`src/verilog/core_pkg.sv`:
```
package core_pkg;

    // ====================
    // widths and depths
    // ====================

    localparam int XLEN      = 32;
    localparam int NUM_REGS  = 32;
    localparam int REG_W     = 5;
    // tag indexes the reorder buffer directly
    localparam int ROB_DEPTH = 8;
    localparam int TAG_W     = 3;

    // rv32 opcode and funct7 fields
    localparam logic [6:0] OPC_OP    = 7'b0110011;
    localparam logic [6:0] OPC_LOAD  = 7'b0000011;
    localparam logic [6:0] F7_ADD    = 7'b0000000;
    localparam logic [6:0] F7_SUB    = 7'b0100000;
    localparam logic [6:0] F7_MULDIV = 7'b0000001;

    // register file contents out of reset, x0 stays zero
    localparam logic [XLEN-1:0] REG_RESET_VALUES [NUM_REGS] = '{
        1:       32'h0000_000c,
        2:       32'h0000_0010,
        3:       32'h0000_002d,
        4:       32'h0000_0005,
        5:       32'h0000_0003,
        6:       32'h0000_0004,
        7:       32'h0000_0001,
        8:       32'h0000_0002,
        9:       32'h0000_0002,
        10:      32'h0000_0003,
        default: '0
    };

    // ====================
    // shared types
    // ====================

    typedef enum logic [1:0] {
        NONE = 2'd0,
        ADD  = 2'd1,
        SUB  = 2'd2
    } alu_op_e;

    typedef struct packed {
        alu_op_e          op;
        logic [REG_W-1:0] rd;
        logic [REG_W-1:0] rs1;
        logic [REG_W-1:0] rs2;
    } decoded_t;

    // ready means value is valid, else waiting on tag
    typedef struct packed {
        logic             ready;
        logic [TAG_W-1:0] tag;
        logic [XLEN-1:0]  value;
    } operand_t;

    typedef struct packed {
        logic             valid;
        alu_op_e          op;
        logic [TAG_W-1:0] tag;
        logic [XLEN-1:0]  value1;
        logic [XLEN-1:0]  value2;
    } issue_t;

    typedef struct packed {
        logic             valid;
        logic [TAG_W-1:0] tag;
        logic [XLEN-1:0]  value;
    } cdb_t;

    typedef struct packed {
        logic             valid;
        logic [REG_W-1:0] rd;
        logic [XLEN-1:0]  value;
    } commit_t;

endpackage
```
`src/verilog/tomasulo_core.sv`:
```
`timescale 1ns/100ps

module tomasulo_core import core_pkg::*; #(
    parameter int RS_DEPTH = 4
) (
    input  logic        clk,
    input  logic        reset,
    input  logic [31:0] instr,
    input  logic        instr_valid,
    output logic        stall,
    output commit_t     commit
);

    // ====================
    // stage wiring
    // ====================

    decoded_t            dec;
    logic                dispatch;
    logic [RS_DEPTH-1:0] rs_slot;
    logic [RS_DEPTH-1:0] rs_busy;
    logic                rob_full;
    logic [TAG_W-1:0]    alloc_tag;
    commit_t             retire;
    logic [TAG_W-1:0]    retire_tag;
    // rename to rob lookup
    logic [TAG_W-1:0]    rob_tag1;
    logic [TAG_W-1:0]    rob_tag2;
    logic                rob_ready1;
    logic                rob_ready2;
    logic [XLEN-1:0]     rob_value1;
    logic [XLEN-1:0]     rob_value2;
    operand_t            src1;
    operand_t            src2;
    issue_t              issue;
    cdb_t                cdb;

    instr_decode u_decode (
        .clk         (clk),
        .reset       (reset),
        .instr       (instr),
        .instr_valid (instr_valid),
        .stall       (stall),
        .dec         (dec)
    );

    dispatch_ctrl #(.RS_DEPTH(RS_DEPTH)) u_dispatch (
        .dec      (dec),
        .rob_full (rob_full),
        .rs_busy  (rs_busy),
        .stall    (stall),
        .dispatch (dispatch),
        .rs_slot  (rs_slot)
    );

    rename_table u_rename (
        .clk        (clk),
        .reset      (reset),
        .dec        (dec),
        .dispatch   (dispatch),
        .alloc_tag  (alloc_tag),
        .retire     (retire),
        .retire_tag (retire_tag),
        .cdb        (cdb),
        .rob_ready1 (rob_ready1),
        .rob_value1 (rob_value1),
        .rob_ready2 (rob_ready2),
        .rob_value2 (rob_value2),
        .rob_tag1   (rob_tag1),
        .rob_tag2   (rob_tag2),
        .src1       (src1),
        .src2       (src2)
    );

    rob u_rob (
        .clk        (clk),
        .reset      (reset),
        .dispatch   (dispatch),
        .dec        (dec),
        .cdb        (cdb),
        .rob_tag1   (rob_tag1),
        .rob_tag2   (rob_tag2),
        .alloc_tag  (alloc_tag),
        .rob_full   (rob_full),
        .rob_ready1 (rob_ready1),
        .rob_value1 (rob_value1),
        .rob_ready2 (rob_ready2),
        .rob_value2 (rob_value2),
        .retire     (retire),
        .retire_tag (retire_tag),
        .commit     (commit)
    );

    add_sub_rs #(.RS_DEPTH(RS_DEPTH)) u_rs (
        .clk       (clk),
        .reset     (reset),
        .dispatch  (dispatch),
        .rs_slot   (rs_slot),
        .dec       (dec),
        .alloc_tag (alloc_tag),
        .src1      (src1),
        .src2      (src2),
        .cdb       (cdb),
        .rs_busy   (rs_busy),
        .issue     (issue)
    );

    // bus fans out to station, rob and rename
    add_sub_unit u_alu (
        .clk   (clk),
        .reset (reset),
        .issue (issue),
        .cdb   (cdb)
    );

endmodule

```
`src/verilog/add_sub_unit.sv`:
```
`timescale 1ns/100ps

module add_sub_unit import core_pkg::*; (
    input  logic   clk,
    input  logic   reset,
    input  issue_t issue,
    output cdb_t   cdb
);

    // single execute stage, result goes straight onto the bus
    always_ff @(posedge clk) begin
        if (reset) begin
            cdb.valid <= 1'b0;
        end else begin
            cdb.valid <= issue.valid;
            cdb.tag   <= issue.tag;
            // wraps modulo 2^32
            case (issue.op)
                SUB:     cdb.value <= issue.value1 - issue.value2;
                default: cdb.value <= issue.value1 + issue.value2;
            endcase
        end
    end

endmodule

```
`src/verilog/add_sub_rs.sv`:
```
`timescale 1ns/100ps

module add_sub_rs import core_pkg::*; #(
    parameter int RS_DEPTH = 4
) (
    input  logic                clk,
    input  logic                reset,
    input  logic                dispatch,
    input  logic [RS_DEPTH-1:0] rs_slot,
    input  decoded_t            dec,
    input  logic [TAG_W-1:0]    alloc_tag,
    input  operand_t            src1,
    input  operand_t            src2,
    input  cdb_t                cdb,
    output logic [RS_DEPTH-1:0] rs_busy,
    output issue_t              issue
);

    localparam int IDX_W = (RS_DEPTH > 1) ? $clog2(RS_DEPTH) : 1;

    typedef struct packed {
        alu_op_e          op;
        logic [TAG_W-1:0] tag;
        operand_t         src1;
        operand_t         src2;
    } rs_entry_t;

    rs_entry_t           entry [RS_DEPTH];
    logic [RS_DEPTH-1:0] busy;
    logic                sel_valid;
    logic [IDX_W-1:0]    sel_idx;

    // pick up a waiting operand when its producer broadcasts
    function automatic operand_t snoop(input operand_t opnd, input cdb_t bus);
        operand_t res;
        res = opnd;
        if (!opnd.ready && bus.valid && bus.tag == opnd.tag) begin
            res.ready = 1'b1;
            res.value = bus.value;
        end
        return res;
    endfunction

    assign rs_busy = busy;

    // ====================
    // select
    // ====================

    // walk down so the lowest ready entry wins
    always_comb begin
        sel_valid = 1'b0;
        sel_idx   = '0;
        for (int i = RS_DEPTH - 1; i >= 0; i--) begin
            if (busy[i] && entry[i].src1.ready && entry[i].src2.ready) begin
                sel_valid = 1'b1;
                sel_idx   = IDX_W'(i);
            end
        end
    end

    // busy set on dispatch, cleared when issued
    always_ff @(posedge clk) begin
        if (reset) begin
            busy <= '0;
        end else begin
            for (int i = 0; i < RS_DEPTH; i++) begin
                if (dispatch && rs_slot[i]) begin
                    busy[i] <= 1'b1;
                end else if (sel_valid && sel_idx == IDX_W'(i)) begin
                    busy[i] <= 1'b0;
                end
            end
        end
    end

    // entry write or bus capture
    always_ff @(posedge clk) begin
        for (int i = 0; i < RS_DEPTH; i++) begin
            if (dispatch && rs_slot[i]) begin
                entry[i] <= '{op: dec.op, tag: alloc_tag, src1: src1, src2: src2};
            end else begin
                entry[i].src1 <= snoop(entry[i].src1, cdb);
                entry[i].src2 <= snoop(entry[i].src2, cdb);
            end
        end
    end

    // ====================
    // issue register
    // ====================

    always_ff @(posedge clk) begin
        if (reset) begin
            issue.valid <= 1'b0;
        end else begin
            issue.valid  <= sel_valid;
            issue.op     <= entry[sel_idx].op;
            issue.tag    <= entry[sel_idx].tag;
            issue.value1 <= entry[sel_idx].src1.value;
            issue.value2 <= entry[sel_idx].src2.value;
        end
    end

    // slot pick from dispatch control must be free here
    slot_free_on_write: assert property (@(posedge clk) disable iff (reset)
        dispatch |-> (rs_slot & busy) == '0);

endmodule

```
`src/verilog/rob.sv`:
```
`timescale 1ns/100ps

module rob import core_pkg::*; (
    input  logic             clk,
    input  logic             reset,
    input  logic             dispatch,
    input  decoded_t         dec,
    input  cdb_t             cdb,
    input  logic [TAG_W-1:0] rob_tag1,
    input  logic [TAG_W-1:0] rob_tag2,
    output logic [TAG_W-1:0] alloc_tag,
    output logic             rob_full,
    output logic             rob_ready1,
    output logic [XLEN-1:0]  rob_value1,
    output logic             rob_ready2,
    output logic [XLEN-1:0]  rob_value2,
    output commit_t          retire,
    output logic [TAG_W-1:0] retire_tag,
    output commit_t          commit
);

    logic [TAG_W-1:0]     head;
    logic [TAG_W-1:0]     tail;
    logic [ROB_DEPTH-1:0] busy;
    logic [ROB_DEPTH-1:0] ready;
    logic [REG_W-1:0]     rd_q    [ROB_DEPTH];
    logic [XLEN-1:0]      value_q [ROB_DEPTH];

    // ====================
    // ports out
    // ====================

    // tail always points at the next entry to hand out
    assign alloc_tag = tail;
    // entries free in order, so a busy tail means full
    assign rob_full  = busy[tail];

    // lookup ports for rename
    assign rob_ready1 = ready[rob_tag1];
    assign rob_value1 = value_q[rob_tag1];
    assign rob_ready2 = ready[rob_tag2];
    assign rob_value2 = value_q[rob_tag2];

    // head leaves as soon as its result is back
    assign retire = '{valid: busy[head] && ready[head], rd: rd_q[head], value: value_q[head]};
    assign retire_tag = head;

    // ====================
    // pointers and flags
    // ====================

    always_ff @(posedge clk) begin
        if (reset) begin
            head  <= '0;
            tail  <= '0;
            busy  <= '0;
            ready <= '0;
        end else begin
            if (dispatch) begin
                busy[tail]  <= 1'b1;
                ready[tail] <= 1'b0;
                tail        <= tail + 1'b1;
            end
            // writeback from the bus
            if (cdb.valid) begin
                ready[cdb.tag] <= 1'b1;
            end
            if (retire.valid) begin
                busy[head]  <= 1'b0;
                ready[head] <= 1'b0;
                head        <= head + 1'b1;
            end
        end
    end

    // entry payload
    always_ff @(posedge clk) begin
        if (dispatch) begin
            rd_q[tail] <= dec.rd;
        end
        if (cdb.valid) begin
            value_q[cdb.tag] <= cdb.value;
        end
    end

    // commit port, one cycle behind retire
    always_ff @(posedge clk) begin
        if (reset) begin
            commit.valid <= 1'b0;
        end else begin
            commit <= retire;
        end
    end

    // dispatch control has to hold words while every entry is in flight
    no_alloc_when_full: assert property (@(posedge clk) disable iff (reset)
        dispatch |-> !rob_full);

    // results only land on entries still waiting for them
    cdb_hits_busy: assert property (@(posedge clk) disable iff (reset)
        cdb.valid |-> busy[cdb.tag] && !ready[cdb.tag]);

endmodule

```
`src/verilog/rename_table.sv`:
```
`timescale 1ns/100ps

module rename_table import core_pkg::*; (
    input  logic             clk,
    input  logic             reset,
    input  decoded_t         dec,
    input  logic             dispatch,
    input  logic [TAG_W-1:0] alloc_tag,
    input  commit_t          retire,
    input  logic [TAG_W-1:0] retire_tag,
    input  cdb_t             cdb,
    input  logic             rob_ready1,
    input  logic [XLEN-1:0]  rob_value1,
    input  logic             rob_ready2,
    input  logic [XLEN-1:0]  rob_value2,
    output logic [TAG_W-1:0] rob_tag1,
    output logic [TAG_W-1:0] rob_tag2,
    output operand_t         src1,
    output operand_t         src2
);

    logic [XLEN-1:0]     regs    [NUM_REGS];
    logic [NUM_REGS-1:0] mapped;
    logic [TAG_W-1:0]    rat_tag [NUM_REGS];

    // register file, then rob entry, then bus, else wait
    function automatic operand_t resolve(
        input logic             is_mapped,
        input logic [TAG_W-1:0] tag,
        input logic [XLEN-1:0]  reg_value,
        input logic             rob_ready,
        input logic [XLEN-1:0]  rob_value,
        input cdb_t             bus
    );
        operand_t res;
        res.tag   = tag;
        res.ready = 1'b1;
        if (!is_mapped) begin
            res.value = reg_value;
        end else if (rob_ready) begin
            res.value = rob_value;
        end else if (bus.valid && bus.tag == tag) begin
            // producer broadcasting right now
            res.value = bus.value;
        end else begin
            res.ready = 1'b0;
            res.value = '0;
        end
        return res;
    endfunction

    // ====================
    // operand lookup
    // ====================

    assign rob_tag1 = rat_tag[dec.rs1];
    assign rob_tag2 = rat_tag[dec.rs2];

    // x0 never renamed
    assign src1 = resolve(mapped[dec.rs1] && dec.rs1 != '0, rob_tag1,
                          regs[dec.rs1], rob_ready1, rob_value1, cdb);
    assign src2 = resolve(mapped[dec.rs2] && dec.rs2 != '0, rob_tag2,
                          regs[dec.rs2], rob_ready2, rob_value2, cdb);

    // ====================
    // retire and rename
    // ====================

    always_ff @(posedge clk) begin
        if (reset) begin
            regs    <= REG_RESET_VALUES;
            mapped  <= '0;
            rat_tag <= '{default: '0};
        end else begin
            if (retire.valid) begin
                if (retire.rd != '0) begin
                    regs[retire.rd] <= retire.value;
                end
                // younger writer keeps its mapping
                if (rat_tag[retire.rd] == retire_tag) begin
                    mapped[retire.rd] <= 1'b0;
                end
            end
            // later assignment, so dispatch wins on the same rd
            if (dispatch && dec.rd != '0) begin
                mapped[dec.rd]  <= 1'b1;
                rat_tag[dec.rd] <= alloc_tag;
            end
        end
    end

endmodule

```
`src/verilog/dispatch_ctrl.sv`:
```
`timescale 1ns/100ps

module dispatch_ctrl import core_pkg::*; #(
    parameter int RS_DEPTH = 4
) (
    input  decoded_t            dec,
    input  logic                rob_full,
    input  logic [RS_DEPTH-1:0] rs_busy,
    output logic                stall,
    output logic                dispatch,
    output logic [RS_DEPTH-1:0] rs_slot
);

    logic is_alu;
    logic slot_free;

    // ====================
    // flow decision
    // ====================

    // only add/sub need resources
    assign is_alu = (dec.op == ADD) || (dec.op == SUB);

    // lowest clear bit of busy
    // all ones wraps to zero, so no slot
    assign rs_slot = ~rs_busy & (rs_busy + 1'b1);
    assign slot_free = |rs_slot;

    // hold decode when rob or station can't take the word
    assign stall = is_alu && (rob_full || !slot_free);

    // bubbles and dropped ops just fall through
    assign dispatch = is_alu && !stall;

    // station writes exactly one entry per dispatch
    dispatch_one_hot: assert final (!dispatch || $onehot(rs_slot));

endmodule

```
`src/verilog/instr_decode.sv`:
```
`timescale 1ns/100ps

module instr_decode import core_pkg::*; (
    input  logic        clk,
    input  logic        reset,
    input  logic [31:0] instr,
    input  logic        instr_valid,
    input  logic        stall,
    output decoded_t    dec
);

    // empty slot in the decode register
    localparam decoded_t BUBBLE = '{op: NONE, default: '0};

    // classify one word, anything but add/sub turns into a bubble
    function automatic decoded_t classify(input logic [31:0] word);
        decoded_t d;
        d.op  = NONE;
        d.rd  = word[11:7];
        d.rs1 = word[19:15];
        d.rs2 = word[24:20];
        if (word[6:0] == OPC_OP) begin
            case (word[31:25])
                // only funct3 000 is add or sub
                F7_ADD:    d.op = (word[14:12] == 3'b000) ? ADD : NONE;
                F7_SUB:    d.op = (word[14:12] == 3'b000) ? SUB : NONE;
                // mul and div have no unit here
                F7_MULDIV: d.op = NONE;
                default:   d.op = NONE;
            endcase
        end else if (word[6:0] == OPC_LOAD) begin
            // loads dropped with the memory path
            d.op = NONE;
        end
        return d;
    endfunction

    // hold while stalled, word only lands when accepted
    always_ff @(posedge clk) begin
        if (reset) begin
            dec <= BUBBLE;
        end else if (!stall) begin
            dec <= instr_valid ? classify(instr) : BUBBLE;
        end
    end

endmodule

```
`config.mk`:
```
export PLATFORM = sky130hd
export DESIGN_NAME = tomasulo_core
export DESIGN_NICKNAME = d
export VERILOG_FILES = /design/src/verilog/core_pkg.sv /design/src/verilog/tomasulo_core.sv /design/src/verilog/add_sub_unit.sv /design/src/verilog/add_sub_rs.sv /design/src/verilog/rob.sv /design/src/verilog/rename_table.sv /design/src/verilog/dispatch_ctrl.sv /design/src/verilog/instr_decode.sv
export SDC_FILE = /design/constraint.sdc
export NUM_CORES = 2
export LEC_CHECK = 0
export BUFFER_PORTS_ARGS = -buffer_cell sky130_fd_sc_hd__buf_2
export CAP_MARGIN = 10
export CORE_ASPECT_RATIO = 1.1
export CORE_MARGIN = 1.5
export CORE_UTILIZATION = 56
export CTS_CLUSTER_SIZE = 12
export DETAILED_ROUTE_END_ITERATION = 10
export GPL_ROUTABILITY_DRIVEN = 0
export PLACE_DENSITY = 0.76
export SLEW_MARGIN = 40
export SYNTH_ARGS = -nofsm -noshare
export SYNTH_HDL_FRONTEND = slang
export SYNTH_HIERARCHICAL = 1
export SYNTH_SLANG_ARGS = --single-unit
```
`constraint.sdc`:
```
create_clock -name clk -period 4.9 [get_ports clk]
set_input_delay 0.245 -clock clk [delete_from_list [all_inputs] [get_ports clk]]
set_output_delay 0.245 -clock clk [all_outputs]
set_load 0.05 [all_outputs]
```
==> flow_summary_export.csv <==
group,metric,value,unit
run_status,status,"complete, no violations",
routing,wirelength,323,mm
routing,vias,80700,
sta,rsz0062_at_grt,"false",
synth,yosysMostFrequentCell,"nand2_1",
synth,netlist.area_leader.share,24.2,%
synth,synthCells,9404,
worst_setup_path,endpoint_kind,"flop",
placement,hpwl,194,mm
pwr,powerDensity,311,nW/um^2
pwr,clkPwrFrac,42.3,%
clock_network,numCtsBuffers,194,
clock_network,cts_tree,"built",
sta,relSlewSlack,35.2,%
synth,ys_warn_count,6,
worst_setup_path,timing.critical_path.arrival,5.12,ns
clock_network,clk_latency,0.88,ns
min_path,min_path_cells,4,
global_route,grt.met3_usage,8.19,%
synth,seq_area_frac_synth,46.3,%
worst_setup_path,reg2reg_slack,0.35,ns
sta,timing.hold.ws,0.0320,ns
sta,slew_viol_final,0,
sta,period_minus_slack,4.55,ns
sta,fin_crit_sh,92.9,%
synth,synth_nets,9474,
global_route,grt_use_met1,42.2,%
die,num_io_pins,74,
worst_setup_path,critPathKind,"reg2reg",
finish,num-nets-final,9098,
routing,drc_errors,0,
synth,synth_common_cells,"nand2_1, dfxtp_1, a21oi_1",
worst_setup_path,timing.rr.end,"u_alu/cdb[28]$_DFFE_PN_",
die,die_x,406,um
synth,synth-edff-count,737,
die,die-area,181000,sq um
worst_setup_path,crit_slowest_cell,"o311ai_0",
worst_setup_path,required,5.47,ns
die,initial_core_util,56.4,%
sta,hold_viol,0,
synth,synth_area_leaders,"dfxtp_1, edfxtp_1, mux4_2, nand2_1, a21oi_1",
clock_network,cts_setup_buffers,0,
worst_setup_path,worst-path-buf-inv,2,
synth,ys_seq_elements,1945,
synth,yosys.area.top_type,"dfxtp_1",
placement,port_buffers,73,
sta,fin_tns_setup,0,ns
worst_setup_path,critical_path.max_stage_delay,0.56,ns
global_route,grt_use_met2,56.6,%
synth,syn_avg_cell_area,10.6,sq um
global_route,antenna_found_initial,7,
clock_network,root_buffer,"clkbuf_16",
synth,async_reset_ff_share,0,%
min_path,hold-path-endpoint,"u_decode/dec[14]$_SDFFE_PP0N_",
pwr,ir_drop,0.000296,V
sta,setup_viol,0,
finish,final_util,61.4,%
clock_network,cts_sinks,1945,
synth,netlist_area,100000,sq um
die,rows,162,
clock_network,cts_max_path_buffers,3,
pwr,p_sw,8.26,mW
min_path,hp-start,"instr_valid",
global_route,grt-busiest-layer,"met2",
global_route,first_global_vias,80600,
global_route,grt_start_max_net_pins,187,
worst_setup_path,cp_max_fo,6,
min_path,hp-class,"in2reg",
worst_setup_path,rr_worst_depth,16,
pwr,power.switching_fraction,24.3,%
pwr,leakagePower,35.1,nW
routing,drt-vias-per-instance,6.99,
routing,wl_per_cell,28.0,um
sta,tightestPinTransition,0.970,ns
worst_setup_path,reg2reg_from,"u_rs/issue[4]$_DFFE_PN_",
pwr,p_total,33.9,mW
finish,drive_above_1_share,19.5,%
clock_network,clk_pin_slew,0.06,ns
finish,syn_to_final_growth,8.85,%
routing,drtPass1Iterations,9,
pwr,p_seq_share,50.8,%
worst_setup_path,start_kind,"flop",
die,core_area,177000,sq um
job,maxCapViolCount,0,
routing,first_iter_violations,12800,
synth,ys_types,83,
worst_setup_path,path_delay_family,"simple AND/OR/NAND/NOR gates",
sta,max_freq,220,MHz
finish,stdcell_count,11500,
die,die_h,446,um
pwr,p_comb_share,6.9,%
synth,synthFlopType,"dfxtp_1",
global_route,track_usage,35.2,%
global_route,grt_pass1_wl,483,mm
worst_setup_path,crit_chain,"nor4_1 > buf_4 > nor4b_2 > nand2_1 > nor4_2 > buf_4 > nor2_1 > xnor2_1 > ha_1 > nand3_1 > nor3_1 > nor2_1 > a311oi_1 > a21oi_1 > o311ai_0 > xor2_1",
pwr,p_int,25.7,mW
sta,skew,0.0426,ns
global_route,grt-ovfl-total,0,
clock_network,htree_levels,4,
placement,dp.cells,11200,
routing,ant_nets,0,
## cells in the final DEF, fill, tap and decap left out, types with 107 or more instances in the layout
cell	instances
a21oi_1	1096
and4_1	138
buf_4	186
clkbuf_16	198
dfxtp_1	1187
edfxtp_1	737
mux2_2	119
mux2i_1	153
mux4_2	928
nand2_1	2785
nand3_1	107
nor2_1	146
## worst register-to-register path, delay by kind of cell, from the launching register on
kind / cells / cell delay [ns]
and+or+nand+nor: 8 / 1.71
AOI/OAI and AO/OA: 3 / 1.10
DFF: 1 / 0.43
buffers and inverters: 2 / 0.39
adders and majority gates: 1 / 0.37
xor gates and xnor gates: 2 / 0.27
## metrics by stage
stage,worst slack [ns],area [sq um]
after floorplan,0.791,100000
after global placement,0.512,102000
after detailed placement,0.422,103000
after CTS,0.405,109000
after global routing,0.170,109000
final,0.350,109000
## layer usage
metal	wire (um)	share of wire [%]
met4	24400	7.6
met2	151000	47
met3	41000	13
met5	67	0.021
met1	106000	33
## cell type report
| class | count | area, sq um |
|---|---|---|
| multi-input cells | 6447 | 50200 |
| clock inverters | 31 | 347 |
| fillers | 13200 | 68500 |
| diodes | 4 | 10.0 |
| inverters | 101 | 380 |
| flip-flops and latches | 1945 | 46400 |
| well taps | 2378 | 2980 |
| repair buffers | 339 | 3020 |
| clock buffers | 297 | 5610 |
## registers in the layout (all words and copies together), names as in the netlist, 8 cells and up, named ones only
register,cells
u_alu/cdb,36
u_rs/entry,308
u_rename/mapped,31
u_rob/busy,8
u_decode/dec,17
u_rob/ready,8
u_rename/regs,1024
u_rob/rd_q,40
u_rob/commit,38
u_rs/issue,70
u_rename/rat_tag,96
u_rob/value_q,256
## worst max-delay path by stage
stage,slack [ns],startpoint,cells past startpoint,to
floorplan,0.79,u_decode/dec[0]$_SDFFE_PP0N_,15,u_rs/entry[0][10]$_DFFE_PP_
global placement,0.51,u_rs/issue[4]$_DFFE_PN_,16,u_alu/cdb[28]$_DFFE_PN_
detailed placement,0.42,u_rs/issue[4]$_DFFE_PN_,16,u_alu/cdb[28]$_DFFE_PN_
CTS,0.40,u_rs/issue[4]$_DFFE_PN_,16,u_alu/cdb[28]$_DFFE_PN_
global route,0.17,u_rs/issue[3]$_DFFE_PN_,14,u_alu/cdb[28]$_DFFE_PN_
finish,0.35,u_rs/issue[4]$_DFFE_PN_,16,u_alu/cdb[28]$_DFFE_PN_
## power by group through the flow
stage | registers, mW | logic, mW | clock network, mW
2_1_floorplan | 17.5 | 1.58 | 0
3_3_place_gp | 17.5 | 2.19 | 0
3_5_place_dp | 17.6 | 2.25 | 0
4_1_cts | 17.2 | 2.28 | 14.4
5_1_grt | 17.2 | 2.46 | 15.0
6_report | 17.2 | 2.36 | 14.3
## repair_timing
item / in CTS / in global routing
gates resized for setup: 0 / 0
endpoints found under the hold margin: 77 / 0
hold buffers: 31 / 0
setup endpoints to repair: 0 / 0
## cells by family (layout without fill, tap and decap cells)
family / Yosys count / count (layout) / share of synthesized area, %
compound gates: 1626 / 1626 / 9.78
xor+xnor: 97 / 97 / 0.849
fa+ha+maj: 35 / 35 / 0.445
buf+inv: 1012 / 768 / 4.20
flops: 1945 / 1945 / 46.3
mux: 1206 / 1206 / 23.8
other cells: 0 / 4 / 0
simple gates: 3483 / 3483 / 14.6
Power figures use the tool's default switching activity.
